$ cat config.mk
export PLATFORM = sky130hd
export DESIGN_NAME = chipBusBridge
export DESIGN_NICKNAME = d
export VERILOG_FILES = /design/src/logic/chipBusPkg.sv /design/src/logic/chipBusBridge.sv /design/src/logic/dataSteering.sv /design/src/logic/cycleSequencer.sv /design/src/logic/byteEnable.sv
export SDC_FILE = /design/constraint.sdc
export NUM_CORES = 1
export LEC_CHECK = 0
export ABC_AREA = 1
export BUFFER_PORTS_ARGS = -buffer_cell sky130_fd_sc_hd__clkbuf_2
export CAP_MARGIN = 0
export CORE_AREA = 2 2 107 109
export CTS_CLUSTER_SIZE = 8
export DETAILED_ROUTE_END_ITERATION = 8
export DIE_AREA = 0 0 109 111
export GPL_ROUTABILITY_DRIVEN = 0
export GPL_TIMING_DRIVEN = 0
export PLACE_DENSITY = 0.68
export SLEW_MARGIN = 30
export SYNTH_ARGS = -nofsm -noshare
export SYNTH_HDL_FRONTEND = slang
export SYNTH_SLANG_ARGS = --single-unit
export TNS_END_PERCENT = 5
$ cat constraint.sdc
create_clock -name clk -period 6.4 [get_ports clk]
set_input_delay 1.28 -clock clk [delete_from_list [all_inputs] [get_ports clk]]
set_output_delay 1.28 -clock clk [all_outputs]
set_load 0.01 [all_outputs]
$ cat src/logic/chipBusPkg.sv
`default_nettype none

package chipBusPkg;

    // 68040 SIZ field encodings
    typedef enum logic [1:0] {
        sizLong = 2'b00,                    // Longword, four bytes
        sizByte = 2'b01,                    // Single byte
        sizWord = 2'b10,                    // Two bytes
        sizLine = 2'b11                     // Burst line, handled as longword
    } sizeCode_t;

    // CPU request as latched by the bridge
    typedef struct packed {
        logic [1:0]  addrLow;               // A1..A0
        sizeCode_t   siz;                   // Transfer size
        logic        write;                 // 1 = CPU writes
        logic        toChipset;             // 1 = custom chip bus, 0 = chip RAM
        logic [31:0] wdata;                 // Write longword
    } cpuReq_t;

    // Active-low byte enables, MSB lane first
    typedef struct packed {
        logic uuN;                          // D31..D24
        logic umN;                          // D23..D16
        logic lmN;                          // D15..D8
        logic llN;                          // D7..D0
    } byteLanes_t;

    typedef struct packed {
        logic [15:0] upperHalf;             // Chipset cycle with A1 low
        logic [15:0] lowerHalf;             // Chipset cycle with A1 high
    } halfPair_t;

    // Data word seen by the CPU as a longword and by the chipset as two halves
    typedef union packed {
        logic [31:0] longWord;
        halfPair_t   halves;
    } dataWord_t;

    // Chip-RAM strobes from the DMA controller
    typedef struct packed {
        logic casUN;                        // Upper CAS, active low
        logic casLN;                        // Lower CAS, active low
        logic dbenN;                        // High steers DMA to upper word
        logic dmaCycle;                     // DMA owns chip RAM
    } dmaBus_t;

    // 68000-style data strobes
    typedef struct packed {
        logic udsN;
        logic ldsN;
    } chipsetStrobes_t;

    // Line bursts are run as plain longwords
    function automatic logic isLongword(input sizeCode_t siz);
        return (siz == sizLong) || (siz == sizLine);
    endfunction

endpackage

`default_nettype wire
$ cat src/logic/chipBusBridge.sv
`timescale 1ns/1ps
`default_nettype none

module chipBusBridge #(
    parameter int ramWaitCycles = 2                 // Chip-RAM access length
) (
    input  wire logic                        clk,
    input  wire logic                        arstN,
    // CPU side
    input  wire logic                        reqStart,
    input  wire chipBusPkg::cpuReq_t         req,
    output logic                             busy,
    output logic                             reqAck,
    output chipBusPkg::dataWord_t            rdata,
    output chipBusPkg::byteLanes_t           localLanes,
    // DMA controller
    input  wire chipBusPkg::dmaBus_t         dmaIn,
    // Chip RAM
    output chipBusPkg::byteLanes_t           ramLanes,
    output logic [31:0]                      ramWdata,
    input  wire logic [31:0]                 ramRdata,
    output logic                             ramWrite,
    // Custom chip bus
    output chipBusPkg::chipsetStrobes_t      strobes,
    output logic                             chipA1,
    output logic [15:0]                      chipWdata,
    input  wire logic [15:0]                 chipRdata,
    output logic                             chipWrite,
    input  wire logic                        chipReady
);

    import chipBusPkg::*;

    cpuReq_t latchedReq;                            // Request being served
    logic    cpuCycle;
    logic    dsEnable;
    logic    half;
    logic    captureHalf;

    cycleSequencer #(
        .ramWaitCycles (ramWaitCycles)
    ) sequencer (
        .clk         (clk),
        .arstN       (arstN),
        .reqStart    (reqStart),
        .req         (req),
        .dmaCycle    (dmaIn.dmaCycle),              // Only the ownership bit matters here
        .chipReady   (chipReady),
        .latchedReq  (latchedReq),
        .busy        (busy),
        .reqAck      (reqAck),
        .cpuCycle    (cpuCycle),
        .dsEnable    (dsEnable),
        .half        (half),
        .captureHalf (captureHalf),
        .ramWrite    (ramWrite),
        .chipWrite   (chipWrite)
    );

    byteEnable decoder (
        .addrLow    (latchedReq.addrLow),
        .siz        (latchedReq.siz),
        .cpuCycle   (cpuCycle),
        .dsEnable   (dsEnable),
        .dmaIn      (dmaIn),
        .localLanes (localLanes),
        .ramLanes   (ramLanes),
        .strobes    (strobes)
    );

    dataSteering steering (
        .clk         (clk),
        .arstN       (arstN),
        .wdata       (latchedReq.wdata),            // Same 32 bits seen as a union
        .half        (half),
        .captureHalf (captureHalf),
        .toChipset   (latchedReq.toChipset),
        .ramRdata    (ramRdata),
        .chipRdata   (chipRdata),
        .chipA1      (chipA1),
        .chipWdata   (chipWdata),
        .ramWdata    (ramWdata),
        .rdata       (rdata)
    );

endmodule

`default_nettype wire

$ cat src/logic/dataSteering.sv
`timescale 1ns/1ps
`default_nettype none

module dataSteering (
    input  wire logic                  clk,
    input  wire logic                  arstN,
    input  wire chipBusPkg::dataWord_t wdata,
    input  wire logic                  half,
    input  wire logic                  captureHalf,
    input  wire logic                  toChipset,
    input  wire logic [31:0]           ramRdata,
    input  wire logic [15:0]           chipRdata,
    output logic                       chipA1,
    output logic [15:0]                chipWdata,
    output logic [31:0]                ramWdata,
    output chipBusPkg::dataWord_t      rdata
);

    assign chipA1 = half;                           // Half 1 is the lower word

    // Chipset only sees one 16-bit half at a time
    assign chipWdata = half ? wdata.halves.lowerHalf : wdata.halves.upperHalf;

    // Chip RAM is a full 32-bit path
    assign ramWdata = wdata.longWord;

    // Read register, built up half by half for chipset longwords
    always_ff @(posedge clk or negedge arstN) begin
        if (!arstN) begin
            rdata <= '0;
        end else if (captureHalf) begin
            if (!toChipset) begin
                rdata.longWord <= ramRdata;
            end else if (half) begin
                rdata.halves.lowerHalf <= chipRdata;
            end else begin
                rdata.halves.upperHalf <= chipRdata;
            end
        end
    end

endmodule

`default_nettype wire

$ cat src/logic/cycleSequencer.sv
`timescale 1ns/1ps
`default_nettype none

module cycleSequencer #(
    parameter int ramWaitCycles = 2         // Clocks per chip-RAM access
) (
    input  wire logic                clk,
    input  wire logic                arstN,
    input  wire logic                reqStart,
    input  wire chipBusPkg::cpuReq_t req,
    input  wire logic                dmaCycle,
    input  wire logic                chipReady,
    output chipBusPkg::cpuReq_t      latchedReq,
    output logic                     busy,
    output logic                     reqAck,
    output logic                     cpuCycle,
    output logic                     dsEnable,
    output logic                     half,
    output logic                     captureHalf,
    output logic                     ramWrite,
    output logic                     chipWrite
);

    import chipBusPkg::*;

    localparam int cntW = (ramWaitCycles > 1) ? $clog2(ramWaitCycles) : 1;
    localparam logic [cntW-1:0] lastCnt = cntW'(ramWaitCycles - 1);

    typedef enum logic [2:0] {
        stIdle,                             // Waiting for a CPU request
        stDmaWait,                          // Chip RAM held by DMA
        stRamAccess,                        // CPU owns chip RAM
        stChipHalf,                         // One chipset half in progress
        stAck                               // Acknowledge to CPU
    } seqState_t;

    seqState_t       state;
    logic [cntW-1:0] waitCnt;               // Clocks spent in stRamAccess
    logic            accept;                // New request taken this clock
    logic            ramLast;               // Final chip-RAM clock
    logic            chipDone;              // Chipset half finishing
    logic            twoHalves;             // Longword split over both halves

    assign busy      = (state == stDmaWait) || (state == stRamAccess) ||
                       (state == stChipHalf);
    assign reqAck    = (state == stAck);
    assign cpuCycle  = (state == stRamAccess);
    assign dsEnable  = (state == stChipHalf);
    assign accept    = reqStart && !busy;           // Back-pressure, busy drops requests

    assign ramLast     = cpuCycle && (waitCnt == lastCnt);
    assign chipDone    = dsEnable && chipReady;
    assign captureHalf = ramLast || chipDone;        // Read data sample point
    assign twoHalves   = isLongword(latchedReq.siz);

    assign ramWrite  = cpuCycle && latchedReq.write;
    assign chipWrite = dsEnable && latchedReq.write;

    // Request payload, held until the next accepted request
    always_ff @(posedge clk) begin
        if (accept) begin
            latchedReq <= req;
        end
    end

    always_ff @(posedge clk or negedge arstN) begin
        if (!arstN) begin
            state   <= stIdle;
            waitCnt <= '0;
            half    <= 1'b0;
        end else begin
            case (state)
                stIdle, stAck: begin                // Both accept a new request
                    waitCnt <= '0;
                    if (accept) begin
                        if (req.toChipset) begin
                            state <= stChipHalf;
                            // Longword starts on the upper half
                            half  <= isLongword(req.siz) ? 1'b0 : req.addrLow[1];
                        end else if (dmaCycle) begin
                            state <= stDmaWait;     // Keep request until DMA lets go
                        end else begin
                            state <= stRamAccess;
                        end
                    end else begin
                        state <= stIdle;
                    end
                end
                stDmaWait: begin
                    if (!dmaCycle) begin
                        state <= stRamAccess;
                    end
                end
                stRamAccess: begin
                    if (ramLast) begin
                        state <= stAck;
                    end else begin
                        waitCnt <= waitCnt + 1'b1;
                    end
                end
                stChipHalf: begin
                    if (chipReady) begin
                        if (twoHalves && !half) begin
                            half <= 1'b1;           // Move on to the lower half
                        end else begin
                            state <= stAck;
                        end
                    end
                end
                default: begin
                    state <= stIdle;
                end
            endcase
        end
    end

endmodule

`default_nettype wire

$ cat src/logic/byteEnable.sv
`timescale 1ns/1ps
`default_nettype none

module byteEnable (
    input  wire logic [1:0]                addrLow,
    input  wire chipBusPkg::sizeCode_t     siz,
    input  wire logic                      cpuCycle,
    input  wire logic                      dsEnable,
    input  wire chipBusPkg::dmaBus_t       dmaIn,
    output chipBusPkg::byteLanes_t         localLanes,
    output chipBusPkg::byteLanes_t         ramLanes,
    output chipBusPkg::chipsetStrobes_t    strobes
);

    import chipBusPkg::*;

    logic longTrans;                        // Longword or line
    logic wordTrans;
    logic cpuActive;                        // Any CPU-owned target cycle
    logic uuOn, umOn, lmOn, llOn;           // Active-high lane selects
    logic dmaUpper, dmaLower;               // DMA steered to upper or lower word
    logic udsOn, ldsOn;

    assign longTrans = isLongword(siz);
    assign wordTrans = (siz == sizWord);
    assign cpuActive = cpuCycle || dsEnable;

    // Lane selects for the 32-bit local bus
    assign uuOn = (addrLow == 2'd0);
    assign umOn = (addrLow == 2'd1) || longTrans || (!addrLow[1] && wordTrans);
    assign lmOn = (addrLow == 2'd2) || longTrans;
    assign llOn = (addrLow == 2'd3) || longTrans || (addrLow[1] && wordTrans);

    // Local enables only show while the CPU owns a target
    assign localLanes.uuN = !(uuOn && cpuActive);
    assign localLanes.umN = !(umOn && cpuActive);
    assign localLanes.lmN = !(lmOn && cpuActive);
    assign localLanes.llN = !(llOn && cpuActive);

    assign dmaUpper = dmaIn.dmaCycle && dmaIn.dbenN;
    assign dmaLower = dmaIn.dmaCycle && !dmaIn.dbenN;

    // Chip RAM takes CPU lanes or the DMA CAS pair
    assign ramLanes.uuN = !((uuOn && cpuCycle) || (!dmaIn.casUN && dmaUpper));
    assign ramLanes.umN = !((umOn && cpuCycle) || (!dmaIn.casLN && dmaUpper));
    assign ramLanes.lmN = !((lmOn && cpuCycle) || (!dmaIn.casUN && dmaLower));
    assign ramLanes.llN = !((llOn && cpuCycle) || (!dmaIn.casLN && dmaLower));

    // 16-bit chipset strobes
    assign udsOn = !addrLow[0];                             // Even byte
    assign ldsOn = addrLow[0] || wordTrans || longTrans;    // Odd byte or wider

    assign strobes.udsN = !(dsEnable && udsOn);
    assign strobes.ldsN = !(dsEnable && ldsOn);

endmodule

`default_nettype wire

==> reports/results.ini <==
[timing]
slew_violations = 0
finalCritPeriodShare = 0.498
tns_ps = 0
fin_crit_ps = 3180
finalSetupViolations = 0
final_hold_viol_count = 0
fmax_mhz = 314
rsz0062_at_grt = no
fin_worst_skew_ps = 7.32
worst_pin_slew_ps = 817
timing.slew.headroom = 0.455
holdWs_ps = 469

[logic_synthesis]
synth-main-ff-cell = edfxtp_1
synth_xor_area_frac = 0
ys_ff_latch = 75
async_reset_ff_frac = 0.493
avgSynthCellArea_um2 = 8.67
syn_nets = 528
synth_edf_count = 38
synth_cells = 433
synth_most_common_cell = nand2_1
ys_types = 27
synth_top_area_frac = 0.304
synth-warning-count = 0
yosysTopAreaCell = edfxtp_1
synth_area_um2 = 3750
synth_top_family_by_area = simple AND/OR/NAND/NOR gates
yosys-top-cells-count = nand2_1 (147), inv_1 (47), edfxtp_1 (38)
yosys.area_share.adder = 0.00333
synth-compound-area-share = 0.0693
synth_area_leaders = edfxtp_1 (30%), dfrtp_1 (25%), nand2_1 (15%), buf_4 (6.4%), nand3_1 (4.9%)
synthSimpleGateAreaFrac = 0.238
seq_area_frac_synth = 0.551
synthMuxAreaShare = 0

[critical_path]
cp-end-kind = output pin
reg2reg_to = sequencer.latchedReq[6]$_DFFE_PN_
slowest_stage = nor3_1
critical_path_class = in -> out
timing.rr.start = sequencer.state[1]$_DFFE_PN0P_
startpoint_type = input port
path_cells = clkbuf_2, inv_1, nor3_1, a21oi_1, clkbuf_2
crit_fanout = 5
r2r_setup_slack_ps = 4500
crit_top_cell = clkbuf_2
r2r_cells = 4
worstPathRequired_ps = 5120
path_delay_family = buffers and inverters
critPathBufInv = 3
cp.arrival_ps = 1900
critical_path.max_stage_delay_ps = 200

[grt]
grt_max_degree = 38
grt_overflow_total = 0
grt_pass1_wl_um = 16700
grt_pass1_vias = 3551
antenna_found_initial = 0
grt_use_total = 0.176

[cells_and_area]
multi_input_area_um2 = 1170
layout.nets = 728
seqCellArea_um2 = 2070
drive_above_1_share = 0.400
n_fill_cell = 1106
area_growth_pct = 38.7
insertedDiodeCount = 0

[power_and_ir_drop]
seqPwrFrac = 0.354
internal_power_uw = 1360
p_sw_frac = 0.380
pwr-share-clk = 0.229
peakVddDrop_v = 0.000199
power.switching_uw = 833
leakage_uw = 0.00287
combPwrFrac = 0.417
p_per_area_nw_per_um2 = 421

[hold_path]
hold_end = steering.rdata[21]$_DFFE_PN0P_
hold_class = reg -> reg
hold_start = steering.rdata[21]$_DFFE_PN0P_
hold_depth = 2

[floorplanning]
die_h_um = 111
rows = 39
io_pins = 189
die_w_um = 109
core_um2 = 11100
die_area_um2 = 12100
start_util = 0.339

[cts]
clk_path_buf_depth = 2
clockRootBuffer = clkbuf_16
cts_sinks = 75
cts_made_buffers = 9
clock_latency_ps = 330
clkTransAtPathRegs_ps = 50
post-cts-setup-buffer-count = 0
cts_resized = 0
cts_tree = yes
ctsHoldBuffers = 0
htreeDepth = 3

[detailed_routing]
drtIter0Drc = 224
wl_um = 10300
detail_route.vias_per_cell = 4.56
firstDrtPassIters = 5
ant_nets = 0
wl_per_cell_um = 13.1
num_vias = 3564
drcViolationCount = 0

[outcome]
status = completed

[place]
hpwlAfterDp_um = 8250
numPortBuffers = 188

[flow_run]
maxCapViolCount = 0

==> registers in the layout, indices dropped and copies added (netlist names) <==
signal                flops
sequencer.latchedReq     38
steering.rdata           32
sequencer.state           3
sequencer.half            1
sequencer.waitCnt         1
==> cell families (layout without fill, tap and decap cells) <==
| kind of cell | Yosys count | after routing |
|---|---|---|
| fa+ha+maj | 1 | 1 |
| compound gates | 47 | 47 |
| simple gates | 214 | 214 |
| flops | 75 | 75 |
| buf+inv | 96 | 301 |
==> power by group through the flow <==
stage / logic [uW] / clock network, uW / registers (uW)
2_1_floorplan: 505 / 0 / 808
4_1_cts: 924 / 516 / 776
5_1_grt: 1020 / 538 / 796
3_5_place_dp: 921 / 0 / 785
3_3_place_gp: 886 / 0 / 782
6_report: 913 / 502 / 774
==> cell type report <==
class                      instances  share of cell area
clock inverter                     4             0.00962
sequential                        75               0.397
inverter                          49              0.0353
clock buffer                      12              0.0474
tap                              143              0.0344
multi-input combinational        262               0.225
buffer                            47              0.0649
timing repair buffer             189               0.186
==> metrics by stage <==
| step | power [uW] | utilization | std cells | setup slack, ps | cell area, um^2 |
|---|---|---|---|---|---|
| floorplan | 1310 | - | 433 | 3050 | 3750 |
| global placement | 1670 | 0.440 | 764 | 2270 | 4870 |
| detailed placement | 1710 | 0.443 | 765 | 3230 | 4910 |
| CTS | 2220 | 0.470 | 781 | 3230 | 5200 |
| global route | 2360 | 0.470 | 781 | 3110 | 5200 |
| finish | 2190 | 0.470 | 781 | 3220 | 5200 |
==> worst max path at each step <==
stage                                from  slack, ps  cells after the start                                 end
5_1_grt        sequencer.half$_DFFE_PN0P_       3110                      5                        chipWdata[8]
6_report                         dmaIn[0]       3220                      5                         ramLanes[2]
3_5_place_dp                     dmaIn[0]       3230                      5                         ramLanes[2]
3_3_place_gp                     reqStart       2270                      3  sequencer.latchedReq[22]$_DFFE_PN_
2_1_floorplan                    reqStart       3050                      2   sequencer.latchedReq[0]$_DFFE_PN_
4_1_cts                          dmaIn[0]       3230                      5                         ramLanes[2]
==> cell usage in the layout, fill, tap and decap left out, drive strengths merged <==
| cell type | Yosys | layout |
|---|---|---|
| a21oi | 5 | 5 |
| o21ai | 38 | 38 |
| buf | 42 | 44 |
| nor3 | 3 | 3 |
| clkinv | 1 | 3 |
| dfrtp | 37 | 37 |
| o211ai | 1 | 1 |
| a32oi | 2 | 2 |
| nand3 | 38 | 38 |
| nor2 | 18 | 18 |
| nand2 | 152 | 152 |
| bufinv | 0 | 1 |
| edfxtp | 38 | 38 |
| ha | 1 | 1 |
| inv | 48 | 49 |
| or2 | 2 | 2 |
| o2111ai | 1 | 1 |
| nand4 | 1 | 1 |
| clkbuf | 5 | 204 |
==> layer usage <==
layer / part of all wire / vias to the layer above / global-route usage / routed length [um]
met5: 0 / - / 0 / 0
met4: 0.022 / 0 / 0.0718 / 222
met3: 0.054 / 19 / 0.0306 / 549
met2: 0.50 / 120 / 0.295 / 5110
met1: 0.43 / 1671 / 0.222 / 4370
li1: - / 1754 / - / -
==> worst min-delay path, cell delays in order (launching register included) <==
cell and delay (ps):
dfrtp_1 340, nand2_1 50, nand2_1 50
Note: power is estimated with default switching activity, not from simulation.
